`config.mk`:
```
export PLATFORM = sky130hd
export DESIGN_NAME = RegFileCore
export DESIGN_NICKNAME = d
export VERILOG_FILES = /design/src/verilog/RegFilePkg.sv /design/src/verilog/RegFileIf.sv /design/src/verilog/ExecuteUnit.sv /design/src/verilog/IssueDecoder.sv /design/src/verilog/MultiPortRam.sv /design/src/verilog/RegFileCore.sv /design/src/verilog/RegisterFile.sv /design/src/verilog/WritebackStage.sv
export SDC_FILE = /design/constraint.sdc
export NUM_CORES = 2
export LEC_CHECK = 0
export BUFFER_PORTS_ARGS = -buffer_cell sky130_fd_sc_hd__buf_2
export CORE_ASPECT_RATIO = 0.75
export CORE_MARGIN = 1
export CORE_UTILIZATION = 29
export CTS_BUF_LIST = sky130_fd_sc_hd__clkbuf_4 sky130_fd_sc_hd__clkbuf_8 sky130_fd_sc_hd__clkbuf_16
export DETAILED_ROUTE_END_ITERATION = 8
export PLACE_DENSITY_LB_ADDON = 0.15
export SYNTH_ARGS = -nofsm -noshare
export SYNTH_HDL_FRONTEND = slang
export SYNTH_SLANG_ARGS = --single-unit
```
`constraint.sdc`:
```
create_clock -name clk -period 12.8 [get_ports clk]
set_clock_uncertainty 0.1 [all_clocks]
set_input_delay 1.28 -clock clk [delete_from_list [all_inputs] [get_ports clk]]
set_output_delay 1.28 -clock clk [all_outputs]
set_load 0.05 [all_outputs]
```
`src/verilog/RegFilePkg.sv`:
```
//**************************************************************************
// Shared types of the register file datapath
// Data and register-number widths, instruction word, ALU opcodes and
// the init sweep states
//**************************************************************************
`default_nettype none

package RegFilePkg;

    localparam int DATA_WIDTH    = 32;
    localparam int REG_NUM_WIDTH = 5;
    localparam int INSTR_WIDTH   = 18;

    typedef logic [DATA_WIDTH-1:0]    RegData;
    typedef logic [REG_NUM_WIDTH-1:0] RegNum;

    // {op[17:15], dst[14:10], srcA[9:5], srcB[4:0]}
    typedef logic [INSTR_WIDTH-1:0]   Instruction;

    // Codes 6 and 7 are illegal
    typedef enum logic [2:0] {
        ADD  = 3'd0,
        SUB  = 3'd1,
        AND  = 3'd2,
        OR   = 3'd3,
        XOR  = 3'd4,
        MOVE = 3'd5
    } AluOp;

    typedef enum logic {
        INIT_SWEEP = 1'b0,
        INIT_DONE  = 1'b1
    } InitState;

endpackage

`default_nettype wire

```
`src/verilog/RegFileIf.sv`:
```
//**************************************************************************
// Stage interfaces
// DecodedIf carries the decoded instruction and load request,
// WritebackIf carries both register file write ports
//**************************************************************************
`timescale 1ns/100ps
`default_nettype none

interface DecodedIf;
    import RegFilePkg::*;

    logic   aluValid;
    AluOp   op;
    RegNum  dst;
    logic   aluWrite;
    RegNum  srcA;
    RegNum  srcB;
    logic   loadValid;
    RegNum  loadDst;
    RegData loadData;

    modport source (
        output aluValid, op, dst, aluWrite, srcA, srcB,
        output loadValid, loadDst, loadData
    );

    modport sink (
        input aluValid, op, dst, aluWrite, srcA, srcB,
        input loadValid, loadDst, loadData
    );
endinterface

interface WritebackIf;
    import RegFilePkg::*;

    // Port 0 is the ALU write, port 1 the load write
    logic   aluWe;
    RegNum  aluDst;
    RegData aluData;
    logic   loadWe;
    RegNum  loadDst;
    RegData loadData;

    modport source  (output aluWe, aluDst, aluData, loadWe, loadDst, loadData);
    modport sink    (input  aluWe, aluDst, aluData, loadWe, loadDst, loadData);
    // Bypass taps
    modport monitor (input  aluWe, aluDst, aluData, loadWe, loadDst, loadData);
endinterface

`default_nettype wire

```
`src/verilog/ExecuteUnit.sv`:
```
//**************************************************************************
// Execute stage
// Operand read, bypass from the writeback ports, ALU
//**************************************************************************
`timescale 1ns/100ps
`default_nettype none

module ExecuteUnit (
    DecodedIf.sink                   dec,
    WritebackIf.monitor              wb,
    output RegFilePkg::RegNum  [1:0] readReg,
    input  RegFilePkg::RegData [1:0] readData,
    output RegFilePkg::RegData       aluResult
);
    import RegFilePkg::*;

    RegData operand [2];

    assign readReg[0] = dec.srcA;
    assign readReg[1] = dec.srcB;

    // Load write first, then ALU write, then the array
    always_comb begin
        for (int i = 0; i < 2; i++) begin
            if (wb.loadWe && (wb.loadDst == readReg[i])) begin
                operand[i] = wb.loadData;
            end else if (wb.aluWe && (wb.aluDst == readReg[i])) begin
                operand[i] = wb.aluData;
            end else begin
                operand[i] = readData[i];
            end
        end
    end

    always_comb begin
        case (dec.op)
            ADD:     aluResult = operand[0] + operand[1];
            SUB:     aluResult = operand[0] - operand[1];
            AND:     aluResult = operand[0] & operand[1];
            OR:      aluResult = operand[0] | operand[1];
            XOR:     aluResult = operand[0] ^ operand[1];
            MOVE:    aluResult = operand[0];
            // Illegal codes never reach writeback
            default: aluResult = '0;
        endcase
    end

endmodule

`default_nettype wire

```
`src/verilog/IssueDecoder.sv`:
```
//**************************************************************************
// Decode stage
// Instruction field split, illegal opcode check, zero-register filter
//**************************************************************************
`timescale 1ns/100ps
`default_nettype none

module IssueDecoder (
    input  logic                   clk,
    input  logic                   arstN,
    input  logic                   ready,
    input  logic                   issueValid,
    input  RegFilePkg::Instruction issueInstr,
    input  logic                   loadValid,
    input  RegFilePkg::RegNum      loadDst,
    input  RegFilePkg::RegData     loadData,
    DecodedIf.source               dec,
    output logic                   illegalOp
);
    import RegFilePkg::*;

    logic [2:0] opBits;
    RegNum      instrDst;
    logic       opLegal;
    logic       illegalQ;

    assign opBits   = issueInstr[17:15];
    assign instrDst = issueInstr[14:10];
    assign opLegal  = (opBits <= 3'(MOVE));

    always_ff @(posedge clk or negedge arstN) begin
        if (!arstN) begin
            dec.aluValid  <= 1'b0;
            dec.loadValid <= 1'b0;
            illegalQ      <= 1'b0;
            illegalOp     <= 1'b0;
        end else begin
            dec.aluValid  <= ready && issueValid && opLegal;
            dec.loadValid <= ready && loadValid && (loadDst != '0);
            illegalQ      <= ready && issueValid && !opLegal;
            // Delayed to line up with resultValid
            illegalOp     <= illegalQ;
        end
    end

    always_ff @(posedge clk) begin
        if (ready) begin
            dec.op       <= AluOp'(opBits);
            dec.dst      <= instrDst;
            dec.aluWrite <= (instrDst != '0);
            dec.srcA     <= issueInstr[9:5];
            dec.srcB     <= issueInstr[4:0];
            dec.loadDst  <= loadDst;
            dec.loadData <= loadData;
        end
    end

endmodule

`default_nettype wire

```
`src/verilog/MultiPortRam.sv`:
```
//**************************************************************************
// Distributed multi-port RAM
// Synchronous writes, asynchronous reads, highest write port wins
//**************************************************************************
`timescale 1ns/100ps
`default_nettype none

module MultiPortRam #(
    parameter int ENTRY_NUM   = 32,
    parameter int ENTRY_WIDTH = 32,
    parameter int READ_NUM    = 3,
    parameter int WRITE_NUM   = 2
) (
    input  logic                         clk,
    input  logic                         we [WRITE_NUM],
    input  logic [$clog2(ENTRY_NUM)-1:0] wa [WRITE_NUM],
    input  logic [ENTRY_WIDTH-1:0]       wv [WRITE_NUM],
    input  logic [$clog2(ENTRY_NUM)-1:0] ra [READ_NUM],
    output logic [ENTRY_WIDTH-1:0]       rv [READ_NUM]
);

    logic [ENTRY_WIDTH-1:0] mem [ENTRY_NUM];

    // Later ports overwrite earlier ones on the same address
    always_ff @(posedge clk) begin
        for (int i = 0; i < WRITE_NUM; i++) begin
            if (we[i]) begin
                mem[wa[i]] <= wv[i];
            end
        end
    end

    always_comb begin
        for (int i = 0; i < READ_NUM; i++) begin
            rv[i] = mem[ra[i]];
        end
    end

endmodule

`default_nettype wire

```
`src/verilog/RegFileCore.sv`:
```
//**************************************************************************
// Datapath top level
// Decode, execute and writeback around the physical register file
//**************************************************************************
`timescale 1ns/100ps
`default_nettype none

module RegFileCore #(
    parameter int PHYS_REG_NUM = 32
) (
    input  logic                   clk,
    input  logic                   arstN,
    input  logic                   issueValid,
    input  RegFilePkg::Instruction issueInstr,
    input  logic                   loadValid,
    input  RegFilePkg::RegNum      loadDst,
    input  RegFilePkg::RegData     loadData,
    input  RegFilePkg::RegNum      debugReg,
    output RegFilePkg::RegData     debugData,
    output logic                   ready,
    output logic                   resultValid,
    output RegFilePkg::RegNum      resultDst,
    output RegFilePkg::RegData     resultData,
    output logic                   illegalOp
);
    import RegFilePkg::*;

    RegNum  [1:0] exReadReg;
    RegData [2:0] rfReadData;
    RegData       aluResult;

    DecodedIf   dec ();
    WritebackIf wb ();

    IssueDecoder decoder (
        .clk        (clk),
        .arstN      (arstN),
        .ready      (ready),
        .issueValid (issueValid),
        .issueInstr (issueInstr),
        .loadValid  (loadValid),
        .loadDst    (loadDst),
        .loadData   (loadData),
        .dec        (dec.source),
        .illegalOp  (illegalOp)
    );

    ExecuteUnit execute (
        .dec       (dec.sink),
        .wb        (wb.monitor),
        .readReg   (exReadReg),
        .readData  (rfReadData[1:0]),
        .aluResult (aluResult)
    );

    WritebackStage writeback (
        .clk         (clk),
        .arstN       (arstN),
        .dec         (dec.sink),
        .aluResult   (aluResult),
        .wb          (wb.source),
        .resultValid (resultValid),
        .resultDst   (resultDst),
        .resultData  (resultData)
    );

    // Read port 2 serves the debug read
    RegisterFile #(
        .PHYS_REG_NUM (PHYS_REG_NUM)
    ) regFile (
        .clk      (clk),
        .arstN    (arstN),
        .wb       (wb.sink),
        .readReg  ({debugReg, exReadReg}),
        .readData (rfReadData),
        .ready    (ready)
    );

    assign debugData = rfReadData[2];

endmodule

`default_nettype wire

```
`src/verilog/RegisterFile.sv`:
```
//**************************************************************************
// Physical register file
// Reset sweep FSM, write-port mux and three asynchronous read ports
//**************************************************************************
`timescale 1ns/100ps
`default_nettype none

module RegisterFile #(
    parameter int PHYS_REG_NUM = 32
) (
    input  logic                     clk,
    input  logic                     arstN,
    WritebackIf.sink                 wb,
    input  RegFilePkg::RegNum  [2:0] readReg,
    output RegFilePkg::RegData [2:0] readData,
    output logic                     ready
);
    import RegFilePkg::*;

    localparam int ADDR_WIDTH = $clog2(PHYS_REG_NUM);
    localparam int READ_NUM   = 3;
    localparam int WRITE_NUM  = 2;

    InitState              state;
    RegNum                 sweepIdx;
    logic                  ramWe [WRITE_NUM];
    logic [ADDR_WIDTH-1:0] ramWa [WRITE_NUM];
    RegData                ramWv [WRITE_NUM];
    logic [ADDR_WIDTH-1:0] ramRa [READ_NUM];
    RegData                ramRv [READ_NUM];

    MultiPortRam #(
        .ENTRY_NUM   (PHYS_REG_NUM),
        .ENTRY_WIDTH ($bits(RegData)),
        .READ_NUM    (READ_NUM),
        .WRITE_NUM   (WRITE_NUM)
    ) phyReg (
        .clk (clk),
        .we  (ramWe),
        .wa  (ramWa),
        .wv  (ramWv),
        .ra  (ramRa),
        .rv  (ramRv)
    );

    // Sweep clears one pair of entries per cycle
    always_ff @(posedge clk or negedge arstN) begin
        if (!arstN) begin
            state    <= INIT_SWEEP;
            sweepIdx <= '0;
        end else if (state == INIT_SWEEP) begin
            sweepIdx <= sweepIdx + RegNum'(WRITE_NUM);
            if (sweepIdx == RegNum'(PHYS_REG_NUM - WRITE_NUM)) begin
                state <= INIT_DONE;
            end
        end
    end

    assign ready = (state == INIT_DONE);

    always_comb begin
        ramWe[0] = wb.aluWe;
        ramWa[0] = wb.aluDst[ADDR_WIDTH-1:0];
        ramWv[0] = wb.aluData;
        // Load on the higher port so it wins a collision
        ramWe[1] = wb.loadWe;
        ramWa[1] = wb.loadDst[ADDR_WIDTH-1:0];
        ramWv[1] = wb.loadData;
        if (state == INIT_SWEEP) begin
            for (int i = 0; i < WRITE_NUM; i++) begin
                ramWe[i] = 1'b1;
                ramWa[i] = ADDR_WIDTH'(sweepIdx + RegNum'(i));
                ramWv[i] = '0;
            end
        end
    end

    always_comb begin
        for (int i = 0; i < READ_NUM; i++) begin
            ramRa[i]    = readReg[i][ADDR_WIDTH-1:0];
            readData[i] = ramRv[i];
        end
    end

endmodule

`default_nettype wire

```
`src/verilog/WritebackStage.sv`:
```
//**************************************************************************
// Writeback stage
// Result registers driving both write ports and the result outputs
//**************************************************************************
`timescale 1ns/100ps
`default_nettype none

module WritebackStage (
    input  logic               clk,
    input  logic               arstN,
    DecodedIf.sink             dec,
    input  RegFilePkg::RegData aluResult,
    WritebackIf.source         wb,
    output logic               resultValid,
    output RegFilePkg::RegNum  resultDst,
    output RegFilePkg::RegData resultData
);

    always_ff @(posedge clk or negedge arstN) begin
        if (!arstN) begin
            wb.aluWe    <= 1'b0;
            wb.loadWe   <= 1'b0;
            resultValid <= 1'b0;
        end else begin
            wb.aluWe    <= dec.aluValid && dec.aluWrite;
            wb.loadWe   <= dec.loadValid;
            // Reported even for a write to register 0
            resultValid <= dec.aluValid;
        end
    end

    always_ff @(posedge clk) begin
        wb.aluDst   <= dec.dst;
        wb.aluData  <= aluResult;
        wb.loadDst  <= dec.loadDst;
        wb.loadData <= dec.loadData;
    end

    assign resultDst  = wb.aluDst;
    assign resultData = wb.aluData;

endmodule

`default_nettype wire
```
==> metrics <==
Longest Clk Path Bufs=4; commonest cells after routing, fill and taps aside=nand2_1 (1,193), edfxtp_1 (1,080), o21ai_0 (1,067); CTS tree=built; Avg Inst Size Synth=12.0 um^2; unrepaired setup endpoints after global routing=false; worst path cell trace=buf_12, buf_4, mux4_2, a22oi_1, o21ai_1, nor4_1, o31a_1, nand4_4, nor3b_1, a21oi_1, xnor2_1, ha_1, a2111oi_0, o32a_1, o31a_1, a211oi_1, o21ai_0, mux2_2, o221ai_1; sequential cell area=0.0345 mm^2; worst-path fanout max=43; reg2reg end=writeback.resultData[29]; vias in the first global route=56,200; syn nets=6,537; met2 Use GR=40.5%; routed vias=61,000; YS warnings=0; Syn Inst Count=6,375; footprint of the multi-input gates=0.0393 mm^2; worst reg2reg path depth=19; # IOs=136; Clk pwr share=35.8%; post-synthesis simple-gate area fraction=8.74%; status=complete, no violations; initial antenna violation count=39; combinational share of power=23.7%; fin crit share=61.7%; largest family of logic cells by synthesized area=multiplexers; Iter 0 DRT Violations=10,100; maximum number of pins on one net before global-route repair=121; WHS=0.235 ns; GR Util met3=10.4%; Top FF cell, synth=edfxtp_1; RD Place Congestion=0.965; post-synthesis compound-gate area fraction=11.0%; Setup TNS Final=0 ns; CTS Hold Buffers Added=0; # DRC=0; Post-synth EDFFs=1,080; adder-cell share of the synthesized area=1.61%; fin crit period=7.90 ns; sequential area share after synthesis=45.0%; Rows=162; post-DP HPWL=240 mm; Die Width=595 um; antenna-violating nets left=0; area grow syn2layout=11.4%; # fillers=25,700; mux contribution to synthesized area=28.4%; maximum VDD drop=0.109 mV; WL final=389 mm; Worst-Margin Slew=1.39 ns; clock latency on the worst-skew pair=0.84 ns; gr ovfl total=0; post-synth top area share=42.4%; # placed instances=9,403; Synth Register Bits=1,176; xor/xnor share of the synthesized area=0.906%; Starting Density=29.3%; postcts setup bufs=0; max_cap viols=0; Critical Path Sink=writeback.resultData[29]; most common cell after layout, fill and taps aside=nand2_1; layout cells sized above 1=25.2%; Seq pwr share=40.5%; r2r setup slk=4.90 ns; # port buffers=135; cts bufs inserted=147; via/cell ratio=6.31; gr usage total=28.7%; Setup crit start kind=flip-flop; kind of critical path=flip-flop to flip-flop; Worst-path clk slew=0.07 ns; Fin. Hold Viols=0; Resize count post-CTS=0; WL/cell=40.2 um; die area=0.266 mm^2; Final setup viols=0; Final Max Tran Viols=0; power density cells=139 mW/mm^2; Setup crit end kind=flip-flop; Yosys cell types=90; Top Usage Layer GRT=met2; First-pass DRT Iterations=6; max incr delay on CP=0.79 ns; relative slew slack=7.46%; # H-tree levels=4; die extent in y=447 um; FMAX=127 MHz; nets=6,270; worst path required time=13.42 ns; Pint=7.92 mW; Crit-path slowest cell=nor4_1; Core ar.=0.261 mm^2; top cells by area, synth=edfxtp_1 (42%), mux4_2 (25%), o21ai_0 (7.1%); cell area after synthesis=0.0764 mm^2; met1 GRT Util=40.0%; min-delay worst type=flip-flop to flip-flop; clk sinks=1,176; Non-Filler Instances=9,665; sw power=3.90 mW; async set-reset flop share out of synthesis=1.02%; critical path's most frequent cell=o31a_1; first-pass GRT wire length=518 mm; area leader, netlist=edfxtp_1; critical path arrival=8.52 ns; switch share=33.0%; Leakage=28.8 nW; Root Buffer=clkbuf_16
==> stage by stage <==
stage	worst slack [ns]	util, %	power (mW)	cell area [um^2]
after global routing	4.55	32.6	12.2	85100
after detailed placement	5.04	30.9	7.60	80500
after CTS	4.94	32.6	11.8	85100
after floorplan	6.34	-	6.62	76400
final	4.90	32.6	11.8	85200
after global placement	5.02	30.9	7.56	80500
==> cells by family after synthesis <==
logic type,count (synthesis)
adder cells (fa/ha/maj),98
AO/OA/AOI/OAI,1503
buffers and inverters,820
multiplexers,1095
AND/OR/NAND/NOR,1604
flip-flops,1176
XOR/XNOR,79
==> area by class of cell <==
class,count,share of cell area [%]
multi-input cells,4379,46.1
flip-flops and latches,1176,40.5
well taps,3444,5.06
clock buffers,190,4.82
repair buffers,316,2.53
clock inverters,59,0.579
inverters,88,0.389
diodes,13,0.0382
==> synth_stat cells, types with 15 or more instances <==
| master | n |
|---|---|
| buf_2 | 59 |
| o22ai_1 | 16 |
| mux2i_1 | 192 |
| buf_1 | 79 |
| and3_1 | 21 |
| mux4_2 | 850 |
| o21bai_1 | 18 |
| edfxtp_1 | 1080 |
| a21oi_1 | 138 |
| o21ai_0 | 1084 |
| inv_1 | 87 |
| a22oi_1 | 58 |
| nand2_1 | 1210 |
| mux2_2 | 51 |
| nand3_1 | 40 |
| xor2_1 | 20 |
| dfxtp_1 | 84 |
| nor2b_1 | 15 |
| nand4_1 | 20 |
| nor3_1 | 16 |
| o221ai_1 | 18 |
| clkbuf_1 | 569 |
| ha_1 | 97 |
| a21o_1 | 30 |
| o22a_1 | 16 |
| xnor2_1 | 59 |
| and2_1 | 79 |
| a221oi_1 | 16 |
| nor2_1 | 142 |
==> sequential cells by signal, summed over array words and instances, names as in the netlist, named ones only <==
name	flops
decoder.dec.loadDst	5
writeback.wb.loadWe	1
writeback.wb.loadDst	5
decoder.dec.aluWrite	1
writeback.resultDst	5
decoder.dec.dst	5
decoder.dec.srcA	5
decoder.illegalQ	1
regFile.ready	1
writeback.wb.loadData	32
decoder.illegalOp	1
writeback.resultValid	1
decoder.dec.op	3
decoder.dec.loadValid	1
regFile.sweepIdx	4
decoder.dec.aluValid	1
writeback.resultData	32
writeback.wb.aluWe	1
decoder.dec.srcB	5
regFile.phyReg.mem	1024
decoder.dec.loadData	32
==> worst max-delay path: cells and delay by family (launching register included) <==
family | cells | cell delay [ns]
xor gates and xnor gates | 1 | 0.17
and+or+nand+nor | 3 | 1.56
buffers and inverters | 2 | 1.05
AOI/OAI and AO/OA | 10 | 2.50
adders and majority gates | 1 | 0.42
muxes | 2 | 0.98
DFF | 1 | 0.75
==> power by group through the flow <==
stage / Sequential, mW / Clock (mW) / Combinational (mW)
global placement: 4.85 / 0 / 2.71
floorplan: 4.81 / 0 / 1.81
CTS: 4.77 / 4.25 / 2.75
detailed placement: 4.85 / 0 / 2.75
global route: 4.79 / 4.38 / 3.03
finish: 4.79 / 4.23 / 2.80
==> routing by layer <==
| layer | vias up | share of wire (%) |
|---|---|---|
| met3 | 755 | 14 |
| met1 | 31500 | 41 |
| met2 | 4795 | 41 |
| li1 | 24000 | - |
| met4 | 22 | 4.0 |
| met5 | - | 0.10 |
==> how the worst min path moves through the flow <==
| stage | from | end | cells past startpoint |
|---|---|---|---|
| after floorplan | decoder.dec.dst[0] | writeback.resultDst[0] | 0 |
| after global placement | decoder.dec.loadData[17] | writeback.wb.loadData[17] | 0 |
| after detailed placement | decoder.dec.loadData[6] | writeback.wb.loadData[6] | 0 |
| after CTS | arstN | writeback.wb.aluWe | 1 |
| after global routing | arstN | writeback.wb.aluWe | 1 |
| final | decoder.dec.loadData[1] | writeback.wb.loadData[1] | 0 |
(Power assumes the default switching activity.)
